--- src/core_types_pkg.sv ---
`default_nettype none

package core_types_pkg;

    // --------------------------------------------------
    // program counter and upct sizing
    // --------------------------------------------------

    // full fetch address width
    localparam int pc_width = 32;

    // upct holds eight upper regions, the plru tree depends on this
    localparam int upct_entries = 8;
    localparam int log_upct_entries = 3;

    typedef logic [log_upct_entries-1:0] upct_index_t;

    // --------------------------------------------------
    // front end request and response bundles
    // --------------------------------------------------

    // fetch pc to predict
    typedef struct packed {
        logic                valid;
        logic [pc_width-1:0] pc;
    } lookup_req_t;

    // answered one cycle after the request
    typedef struct packed {
        logic                valid;
        logic                hit;
        logic [pc_width-1:0] target_pc;
    } lookup_resp_t;

    // resolved branch from the back end
    typedef struct packed {
        logic                valid;
        logic [pc_width-1:0] src_pc;
        logic [pc_width-1:0] target_pc;
    } update_req_t;

endpackage

`default_nettype wire

--- src/pq_lsb.sv ---
`timescale 1ns/1ns
`default_nettype none

module pq_lsb #(
    parameter int width = 8
) (
    input  wire logic [width-1:0]         req_vec,
    output logic      [$clog2(width)-1:0] ack_index
);

    localparam int index_width = $clog2(width);

    // --------------------------------------------------
    // lowest set bit wins
    // --------------------------------------------------

    // walk down from the top so the last write is the lowest set bit
    always_comb begin
        ack_index = '0;
        for (int i = width - 1; i >= 0; i--) begin
            if (req_vec[i]) begin
                ack_index = index_width'(i);
            end
        end
    end

    // no request leaves index zero, caller checks its own any-match

endmodule

`default_nettype wire

--- src/upct.sv ---
`timescale 1ns/1ns
`default_nettype none

module upct #(
    parameter int upper_pc_width = 20
) (
    input  wire logic                                  CLK,
    input  wire logic                                  nRST,

    // resp stage read
    input  wire logic                                  valid_resp,
    input  wire core_types_pkg::upct_index_t           upct_index_resp,
    output logic [upper_pc_width-1:0]                  upper_pc_resp,

    // update0 request
    input  wire logic                                  update0_valid,
    input  wire logic [core_types_pkg::pc_width-1:0]   update0_target_pc,

    // update1 result
    output core_types_pkg::upct_index_t                update1_upct_index
);

    localparam int entries = core_types_pkg::upct_entries;

    // tree bits point toward the next victim
    typedef struct packed {
        logic            root;
        logic [1:0]      mid;
        logic [1:0][1:0] leaf;
    } plru_t;

    // --------------------------------------------------
    // state
    // --------------------------------------------------

    logic [entries-1:0][upper_pc_width-1:0] upct_array;
    logic [entries-1:0][upper_pc_width-1:0] next_upct_array;

    plru_t plru;
    plru_t next_plru;

    // update0
    logic [upper_pc_width-1:0] update0_upper_pc;
    logic [entries-1:0]        update0_match_vec;

    // update1
    logic                        update1_valid;
    logic [upper_pc_width-1:0]   update1_upper_pc;
    logic [entries-1:0]          update1_match_vec;
    logic                        update1_have_match;
    core_types_pkg::upct_index_t update1_match_index;
    core_types_pkg::upct_index_t plru_victim;

    // steer every tree level on the path away from idx
    function automatic plru_t point_away(plru_t cur, core_types_pkg::upct_index_t idx);
        plru_t nxt;
        nxt = cur;
        nxt.root = ~idx[2];
        nxt.mid[idx[2]] = ~idx[1];
        nxt.leaf[idx[2]][idx[1]] = ~idx[0];
        return nxt;
    endfunction

    // --------------------------------------------------
    // registers
    // --------------------------------------------------

    always_ff @(posedge CLK or negedge nRST) begin
        if (!nRST) begin
            upct_array <= '0;
            plru <= '0;
            update1_valid <= 1'b0;
        end else begin
            upct_array <= next_upct_array;
            plru <= next_plru;
            update1_valid <= update0_valid;
        end
    end

    // qualified by update1_valid
    always_ff @(posedge CLK) begin
        update1_upper_pc <= update0_upper_pc;
        update1_match_vec <= update0_match_vec;
    end

    // --------------------------------------------------
    // update0 cam
    // --------------------------------------------------

    assign update0_upper_pc =
        update0_target_pc[core_types_pkg::pc_width-1 -: upper_pc_width];

    always_comb begin
        for (int i = 0; i < entries; i++) begin
            update0_match_vec[i] = (upct_array[i] == update0_upper_pc);
        end
    end

    // --------------------------------------------------
    // update1 select and plru
    // --------------------------------------------------

    assign update1_have_match = |update1_match_vec;

    pq_lsb #(
        .width(entries)
    ) cam_pq (
        .req_vec   (update1_match_vec),
        .ack_index (update1_match_index)
    );

    // follow the tree bits down to a leaf
    assign plru_victim = {plru.root, plru.mid[plru.root], plru.leaf[plru.root][plru.mid[plru.root]]};

    // resp read is a plain mux, no stage
    assign upper_pc_resp = upct_array[upct_index_resp];

    always_comb begin
        next_upct_array = upct_array;
        next_plru = plru;
        update1_upct_index = plru_victim;

        if (update1_valid && update1_have_match) begin
            // region already present, reuse it
            update1_upct_index = update1_match_index;
            next_plru = point_away(plru, update1_match_index);
        end else if (update1_valid) begin
            // new region takes the victim slot
            next_upct_array[plru_victim] = update1_upper_pc;
            // pointing away from the victim flips each bit on its path
            next_plru = point_away(plru, plru_victim);
        end else if (valid_resp) begin
            // lookup hit refresh, dropped when an update1 is in flight
            next_plru = point_away(plru, upct_index_resp);
        end
    end

endmodule

`default_nettype wire

--- src/target_table.sv ---
`timescale 1ns/1ns
`default_nettype none

module target_table #(
    parameter int upper_pc_width = 20,
    parameter int tt_entries     = 64
) (
    input  wire logic                                  CLK,
    input  wire logic                                  nRST,

    // lookup in, resp stage out
    input  wire core_types_pkg::lookup_req_t           lookup_req,
    output logic                                       resp_valid,
    output logic                                       resp_hit,
    output logic [core_types_pkg::pc_width-upper_pc_width-1:0] resp_lower_target,
    output core_types_pkg::upct_index_t                resp_upct_index,

    // update0 in, update1 write
    input  wire core_types_pkg::update_req_t           update_req,
    input  wire core_types_pkg::upct_index_t           update1_upct_index
);

    localparam int pc_width    = core_types_pkg::pc_width;
    localparam int index_width = $clog2(tt_entries);
    // bits 1:0 are never part of index or tag
    localparam int tag_width   = pc_width - 2 - index_width;
    localparam int lower_width = pc_width - upper_pc_width;

    typedef struct packed {
        logic [tag_width-1:0]        tag;
        logic [lower_width-1:0]      lower_target;
        core_types_pkg::upct_index_t upct_index;
    } tt_entry_t;

    // --------------------------------------------------
    // storage
    // --------------------------------------------------

    logic [tt_entries-1:0] valid_array;
    tt_entry_t             entry_array [tt_entries];

    // lookup fields
    logic [index_width-1:0] lookup_index;
    logic [tag_width-1:0]   lookup_tag;
    tt_entry_t              lookup_entry;
    logic                   lookup_hit;

    // update0 fields
    logic [index_width-1:0] update0_index;
    logic [tag_width-1:0]   update0_tag;
    logic [lower_width-1:0] update0_lower_target;

    // update1 stage
    logic                   update1_valid;
    logic [index_width-1:0] update1_index;
    logic [tag_width-1:0]   update1_tag;
    logic [lower_width-1:0] update1_lower_target;

    // --------------------------------------------------
    // lookup read and tag compare
    // --------------------------------------------------

    assign lookup_index = lookup_req.pc[2 +: index_width];
    assign lookup_tag   = lookup_req.pc[pc_width-1 -: tag_width];
    assign lookup_entry = entry_array[lookup_index];

    assign lookup_hit = lookup_req.valid && valid_array[lookup_index]
        && (lookup_entry.tag == lookup_tag);

    always_ff @(posedge CLK or negedge nRST) begin
        if (!nRST) begin
            resp_valid <= 1'b0;
            resp_hit <= 1'b0;
        end else begin
            resp_valid <= lookup_req.valid;
            resp_hit <= lookup_hit;
        end
    end

    // only meaningful with resp_hit
    always_ff @(posedge CLK) begin
        resp_lower_target <= lookup_entry.lower_target;
        resp_upct_index <= lookup_entry.upct_index;
    end

    // --------------------------------------------------
    // update pipeline
    // --------------------------------------------------

    assign update0_index        = update_req.src_pc[2 +: index_width];
    assign update0_tag          = update_req.src_pc[pc_width-1 -: tag_width];
    assign update0_lower_target = update_req.target_pc[lower_width-1:0];

    always_ff @(posedge CLK or negedge nRST) begin
        if (!nRST) begin
            update1_valid <= 1'b0;
            valid_array <= '0;
        end else begin
            update1_valid <= update_req.valid;
            if (update1_valid) begin
                valid_array[update1_index] <= 1'b1;
            end
        end
    end

    always_ff @(posedge CLK) begin
        update1_index <= update0_index;
        update1_tag <= update0_tag;
        update1_lower_target <= update0_lower_target;
    end

    // upct index arrives combinationally in update1
    always_ff @(posedge CLK) begin
        if (update1_valid) begin
            entry_array[update1_index] <= '{
                tag:          update1_tag,
                lower_target: update1_lower_target,
                upct_index:   update1_upct_index
            };
        end
    end

endmodule

`default_nettype wire

--- src/target_predictor.sv ---
`timescale 1ns/1ns
`default_nettype none

module target_predictor #(
    parameter int upper_pc_width = 20,
    parameter int tt_entries     = 64
) (
    input  wire logic                         CLK,
    input  wire logic                         nRST,

    input  wire core_types_pkg::lookup_req_t  lookup_req,
    input  wire core_types_pkg::update_req_t  update_req,
    output core_types_pkg::lookup_resp_t      lookup_resp
);

    localparam int lower_width = core_types_pkg::pc_width - upper_pc_width;

    // --------------------------------------------------
    // resp stage and update1 wiring
    // --------------------------------------------------

    logic                        tt_resp_valid;
    logic                        tt_resp_hit;
    logic [lower_width-1:0]      tt_resp_lower_target;
    core_types_pkg::upct_index_t tt_resp_upct_index;

    logic [upper_pc_width-1:0]   upper_pc_resp;
    core_types_pkg::upct_index_t update1_upct_index;

    target_table #(
        .upper_pc_width (upper_pc_width),
        .tt_entries     (tt_entries)
    ) tt (
        .CLK                (CLK),
        .nRST               (nRST),
        .lookup_req         (lookup_req),
        .resp_valid         (tt_resp_valid),
        .resp_hit           (tt_resp_hit),
        .resp_lower_target  (tt_resp_lower_target),
        .resp_upct_index    (tt_resp_upct_index),
        .update_req         (update_req),
        .update1_upct_index (update1_upct_index)
    );

    // only a real hit touches the plru
    upct #(
        .upper_pc_width (upper_pc_width)
    ) upc_table (
        .CLK                (CLK),
        .nRST               (nRST),
        .valid_resp         (tt_resp_valid & tt_resp_hit),
        .upct_index_resp    (tt_resp_upct_index),
        .upper_pc_resp      (upper_pc_resp),
        .update0_valid      (update_req.valid),
        .update0_target_pc  (update_req.target_pc),
        .update1_upct_index (update1_upct_index)
    );

    // --------------------------------------------------
    // response assembly
    // --------------------------------------------------

    always_comb begin
        lookup_resp.valid = tt_resp_valid;
        lookup_resp.hit = tt_resp_hit;
        // target is zero on a miss
        if (tt_resp_hit) begin
            lookup_resp.target_pc = {upper_pc_resp, tt_resp_lower_target};
        end else begin
            lookup_resp.target_pc = '0;
        end
    end

endmodule

`default_nettype wire

--- config.mk ---
export PLATFORM = sky130hd
export DESIGN_NAME = target_predictor
export DESIGN_NICKNAME = d
export VERILOG_FILES = /design/src/core_types_pkg.sv /design/src/pq_lsb.sv /design/src/upct.sv /design/src/target_table.sv /design/src/target_predictor.sv
export SDC_FILE = /design/constraint.sdc
export NUM_CORES = 2
export LEC_CHECK = 0
export BUFFER_PORTS_ARGS = -buffer_cell sky130_fd_sc_hd__buf_2
export CAP_MARGIN = 20
export CORE_MARGIN = 1
export CORE_UTILIZATION = 40
export DETAILED_ROUTE_END_ITERATION = 8
export PLACE_DENSITY = 0.59
export SYNTH_ARGS = -nofsm -noshare
export SYNTH_HDL_FRONTEND = slang
export SYNTH_SLANG_ARGS = --single-unit
--- constraint.sdc ---
create_clock -name CLK -period 5.4 [get_ports CLK]
set_clock_uncertainty 0.15 [all_clocks]
set_input_delay 0.27 -clock CLK [delete_from_list [all_inputs] [get_ports CLK]]
set_output_delay 0.27 -clock CLK [all_outputs]
set_load 0.01 [all_outputs]
[Yosys cells after proc, flatten, opt, wreduce, memory -nomap -nowiden]
Memories as Yosys holds them, arrays and structs flattened.
Cells that the tools add are included.
Word-level totals
  memories: 1
  output and inout port bits: 34
  register bits after elaboration: 319
  logic and storage cells: 131
  input port bits: 100
  RAM bits: 2496
Memories
  tt.entry_array: depth 64, bits a word 39, rd ports 1, clocked after memory_dff 0, write ports 1, line target_table.sv:40  | tt_entry_t entry_array [tt_entries];
Operators by class
  bitwise gates (word level): 12
  reductions and logical operators: 14
  order comparisons: 18
  eq/ne operators: 9
  multiplexer cells: 54
Operators by type and width (number)
  160-bit bitwise mux: 1
  20-bit equality test: 8
  64-bit bitwise OR: 1
  20-bit binary-select mux with 3-bit select: 1
  20-bit demux with 3-bit select: 1
  20-bit two-way mux: 2
  32-bit two-way mux: 1
  3-bit two-way mux: 9
  24-bit equality test: 1
  7-bit two-way mux: 3
  6-bit by 7-bit < comparator with 1-bit output (second input constant): 2
  1-bit two-way mux: 14
  4-bit bitwise mux: 3
  1-bit by 2-bit < comparator with 1-bit output (second input constant): 6
  1-bit logical AND: 11
  2-bit two-way mux: 5
  1-bit inverter: 10
  3-bit by 4-bit < comparator with 1-bit output (second input constant): 2
  8-bit OR reduction: 1
  1-bit binary-select mux with 6-bit select: 1
  2-bit bitwise mux: 3
  1-bit demux with 1-bit select: 6
  1-bit demux with 6-bit select: 1
  2-bit demux with 1-bit select: 3
  other kinds (6): 11

[Depth between registers and ports, before layout]
  depth in word-level cells: 16
  mapped depth: 14
  mapped depth without buffers: 8

[Hierarchy]
From an unflattened synthesis, not the netlist that was laid out.
Second synthesis, totals
  cell total of the unflattened synthesis: 5074
  area total of the unflattened synthesis: 109885.4 µm²
By module, submodules not included
  target_table: cells each 4263, area an instance 99274.0 µm², seq. area each 77769.6 µm², instances 1
  upct: cells each 761, area an instance 10249.8 µm², seq. area each 4764.6 µm², instances 1
  target_predictor: cells each 38, area an instance 277.8 µm², seq. area each 0.0 µm², instances 1
  pq_lsb: cells each 12, area an instance 83.8 µm², seq. area each 0.0 µm², instances 1

[Least setup slack after synthesis]
OpenSTA, ideal clock, no wires.
  path type: reg-to-reg
  start point: reg, netlist name upc_table.update1_valid
  end point: mem tt.entry_array[40][0] in the netlist's numbering (enable)
  setup time: 0.485 ns
  path buffers: 1
  period minus slack after synthesis: 4.371 ns
  required time: 4.765 ns
  cell stages (with the launch flop): 5
  data arrival time: 3.736 ns
  setup slack: 1.029 ns
  cell sequence: dfrtp_1 clkbuf_1 nand4b_1 or2_2 nor3_1
RTL lines (line)
  end, declared: target_table.sv:40

[Worst setup path after layout]
  start point: mem tt.entry_array[10][21] in the netlist's numbering
  end point: reg tt.resp_hit
On the way
  word-level cells in the longest chain between the ends: 3
RTL lines
  memory read 64 x 39 bit
  24-bit equality test: line target_table.sv:68  | && (lookup_entry.tag == lookup_tag);
  1-bit logical AND: line target_table.sv:68
  via tt.lookup_hit: line target_table.sv:46  | logic lookup_hit;
  end signal, assigned: line target_table.sv:76  | resp_hit <= lookup_hit;
  end, declared: line target_table.sv:14  | output logic resp_hit,
The timed path passes the listed nets, and every way through them passes these cells.
A chain may end at the register's enable or synchronous reset.

==> impl_results.md <==
- Clock sink count: 2815
- CP Cell Sequence: mux4_2 -> a22oi_1 -> a41oi_1 -> a31oi_1 -> xnor2_1 -> a211o_1 -> or4_4 -> dlygate4sd3_1 -> nor4_2 -> dlygate4sd3_1
- Via Count: approximately 56000
- TritonCTS buffer count: between 200 and 300
- Startpoint types: flop
- Initial DRC count: roughly 7500
- Worst r2r dst: tt.resp_hit
- Beginning of the critical path: tt.entry_array[10][21]
- FF+latch count, synth: 2815
- Gr usage total: between 20% and 30%
- Die X: 526 um
- Maximum VDD drop: roughly 0.28 mV
- Final worst path period share: approximately nine tenths
- Worst path max stage delay: between 0.8 and 0.9 ns
- Total gr overflow: 0
- Max Transition Viols Final: 0
- End of the critical path: tt.resp_hit
- Max transition margin: around 20%
- Vias/cell: 5.96
- Part of the Yosys area used for sequential elements: ~75%
- CTS tree: done
- Setup WS pre-CTS: roughly 0.95 ns
- Initial antenna violation count: 14
- Final Wtd Congestion: approximately 0.80
- Die area: 0.277 mm2
- Clock buffer depth: 4
- # DRC: 0
- Synth top area cells: edfxtp_1 (68%), mux4_2 (14%), dfrtp_1 (5.3%)
- # Post-CTS Setup Buffers: 0
- Area growth from synthesis to layout: 15.9%
- Cell repeated most along the worst path: dlygate4sd3_1
- Most common cell after layout, fill and taps aside: edfxtp_1
- Yosys cell types: between 70 and 80
- Share of the synthesized area in the top cell type: about 68%
- WL met2: 159000 um
- Clock slew seen by the registers of the worst setup and hold paths: 0.06 ns
- First-pass GRT wire length: ~450000 um
- HP Class: input port to flop
- Share of layout cells above drive strength 1: between 30% and 40%
- Setup TNS: 0 ns
- Leak: 0.0416 uW
- Synthesized area: ~0.11 mm2
- Routed wire length: ~330000 um
- Vias in the first global route: about 56000
- Met3 wire length: 28300 um
- Detail Route Antenna Nets: 0
- R2r setup slk: roughly 0.54 ns
- Worst-Margin Slew: roughly 1.2 ns
- Yosys warns: 0
- Critical Path Sink Type: flop
- Number of flops mapped to enable cells by yosys: 2496
- Hold Slack: 0.0435 ns
- CP Class: flop to flop
- Skew-Pair Late Insertion Delay: 0.87 ns
- CTS H-Tree Depth: 5
- IO buf count: 129
- M1 WL: 133000 um
- Wire per inst: 34.7 um
- Cell count after synthesis: 5146
- Die height: roughly 530 um
- Fin worst setup slack: 0.544 ns
- Worst Path Required: about 6 ns
- Worst R2R Start: tt.entry_array[10][21]
- TritonRoute pass-1 iters: 5
- Max-cap violation count: 0
- R2R depth: 10
- Highest metal used: met5
- Async set-reset flop share out of synthesis: a little over 8%
- Worst Path Max Fanout: 1
- Placed wire-length estimate: 183000 um
- Starting Density: 40.2%
- Final setup viols: 0
- CTS Root Cell: clkbuf_16
- Syn Nets: about 5200
- Area leader, netlist: edfxtp_1
- Fill cells: between 20000 and 25000
- Worst path arrival time: around 5.5 ns
- Most used flip-flop cell after synthesis: edfxtp_1
- Site Rows: 192
- Pwr Density: between 300 and 400 mW/mm2
- Nets@finish: ~5700
- Fin area: around 0.13 mm2
- Synth Area per Inst: approximately 21 um2
- Final Hold Fails: 0
- RSZ-0062 raised after global routing: false
- CP max stage cell: a31oi_1
- Most frequent cells in the layout: edfxtp_1 (2496), mux4_2 (705), clkbuf_16 (304), dfrtp_1 (233), mux2_2 (186)
- Status: finished, final reports clean
- Ports: around 130
- Dpl cell area: 0.117 mm2
- Final worst path period need: a little under 5 ns
- Pin count of the biggest net entering global routing: 95
- Fmax: 206 MHz
- Floorplan core area: 0.274 mm2
-- synth_stat cells, types with 27 or more instances --
| cell type | instances |
|---|---|
| buf_2 | 78 |
| mux4_2 | 705 |
| or2_2 | 67 |
| o21ai_0 | 32 |
| nand3_1 | 43 |
| clkbuf_1 | 104 |
| nor2_1 | 108 |
| buf_1 | 32 |
| buf_4 | 41 |
| nor4_1 | 32 |
| a22oi_1 | 60 |
| xor2_1 | 100 |
| dfrtp_1 | 234 |
| nor3_1 | 28 |
| dfxtp_1 | 85 |
| mux2_2 | 186 |
| edfxtp_1 | 2496 |
| nand2_1 | 113 |
| mux2i_1 | 140 |
| xnor2_1 | 77 |
| nor2b_1 | 49 |
| a21oi_1 | 27 |
-- state kept, by name (all words and copies together), names as in the netlist --
register / count
upc_table.update1_match_vec: 8
tt.update1_lower_target: 12
upc_table.update1_valid: 1
tt.resp_lower_target: 12
tt.update1_index: 6
tt.resp_hit: 1
tt.valid_array: 64
tt.resp_upct_index: 3
upc_table.plru: 7
upc_table.update1_upper_pc: 20
tt.update1_tag: 24
upc_table.upct_array: 160
tt.resp_valid: 1
tt.entry_array: 2496
-- cell type report --
| cell class | count | area (um2) | area share, % |
|---|---|---|---|
| clock inverters | 128 | 1220 | 0.961 |
| well taps | 3589 | 4490 | 3.52 |
| repair buffers | 466 | 4280 | 3.36 |
| diodes | 1 | 2.50 | 0.00196 |
| inverters | 11 | 45.0 | 0.0353 |
| multi-input cells | 2042 | 26600 | 20.8 |
| clock buffers | 411 | 8310 | 6.52 |
| flip-flops and latches | 2815 | 82600 | 64.8 |
-- what timing repair did --
| action | 4_1_cts | 5_1_grt |
|---|---|---|
| setup endpoints to repair | 0 | 0 |
| gates resized for setup | 0 | 0 |
| hold buffers | 104 | 1 |
| hold endpoints to repair | 261 | 1 |
-- worst min-delay path by stage --
stage                         from                    endpoint  slack (ns)  cells after the start
floorplan                     nRST                 tt.resp_hit       -0.18                      0
global placement              nRST               tt.resp_valid        0.21                      1
detailed placement            nRST               tt.resp_valid        0.21                      1
CTS                 update_req[43]           tt.update1_tag[3]      0.0007                      2
global route        update_req[35]         tt.update1_index[1]        0.04                      2
finish               update_req[1]  tt.update1_lower_target[1]        0.04                      2
-- per-layer routing --
layer | track usage [%] | vias to the layer above
met2 | 38.2 | 2821
met3 | 4.34 | 418
met1 | 32.8 | 30800
met4 | 5.56 | 2
li1 | - | 22400
met5 | 0 | -
-- where the power goes --
part / switching [uW] / leakage, uW / internal (uW)
registers: 879 / 0.0260 / 24700
logic: 2090 / 0.0109 / 2120
clock network: 8480 / 0.00467 / 11700
-- metrics by stage --
| stage | instances | power, uW | utilization (%) |
|---|---|---|---|
| after detailed placement | 8800 | 30100 | 42.6 |
| after CTS | 9443 | 50200 | 46.5 |
| after global placement | 8799 | 30000 | 42.6 |
| after floorplan | 5146 | 28600 | - |
| final | 9463 | 49900 | 46.6 |
| after global routing | 9462 | 51400 | 46.6 |
-- cell families after synthesis --
group	synth area share, %
AOI/OAI and AO/OA	1.86
xor gates and xnor gates	1.41
buffers and inverters	1.37
DFF	75.0
muxes	17.8
and+or+nand+nor	2.56
-- critical path, delay by kind of cell, from the launching register on --
| kind | cells | cell delay (ns) |
|---|---|---|
| AO/OA/AOI/OAI | 4 | 1.78 |
| buffers and inverters | 2 | 1.18 |
| AND/OR/NAND/NOR | 2 | 0.68 |
| multiplexers | 1 | 0.48 |
| flip-flops | 1 | 0.35 |
| XOR/XNOR | 1 | 0.12 |
Power figures use the tool's default switching activity.
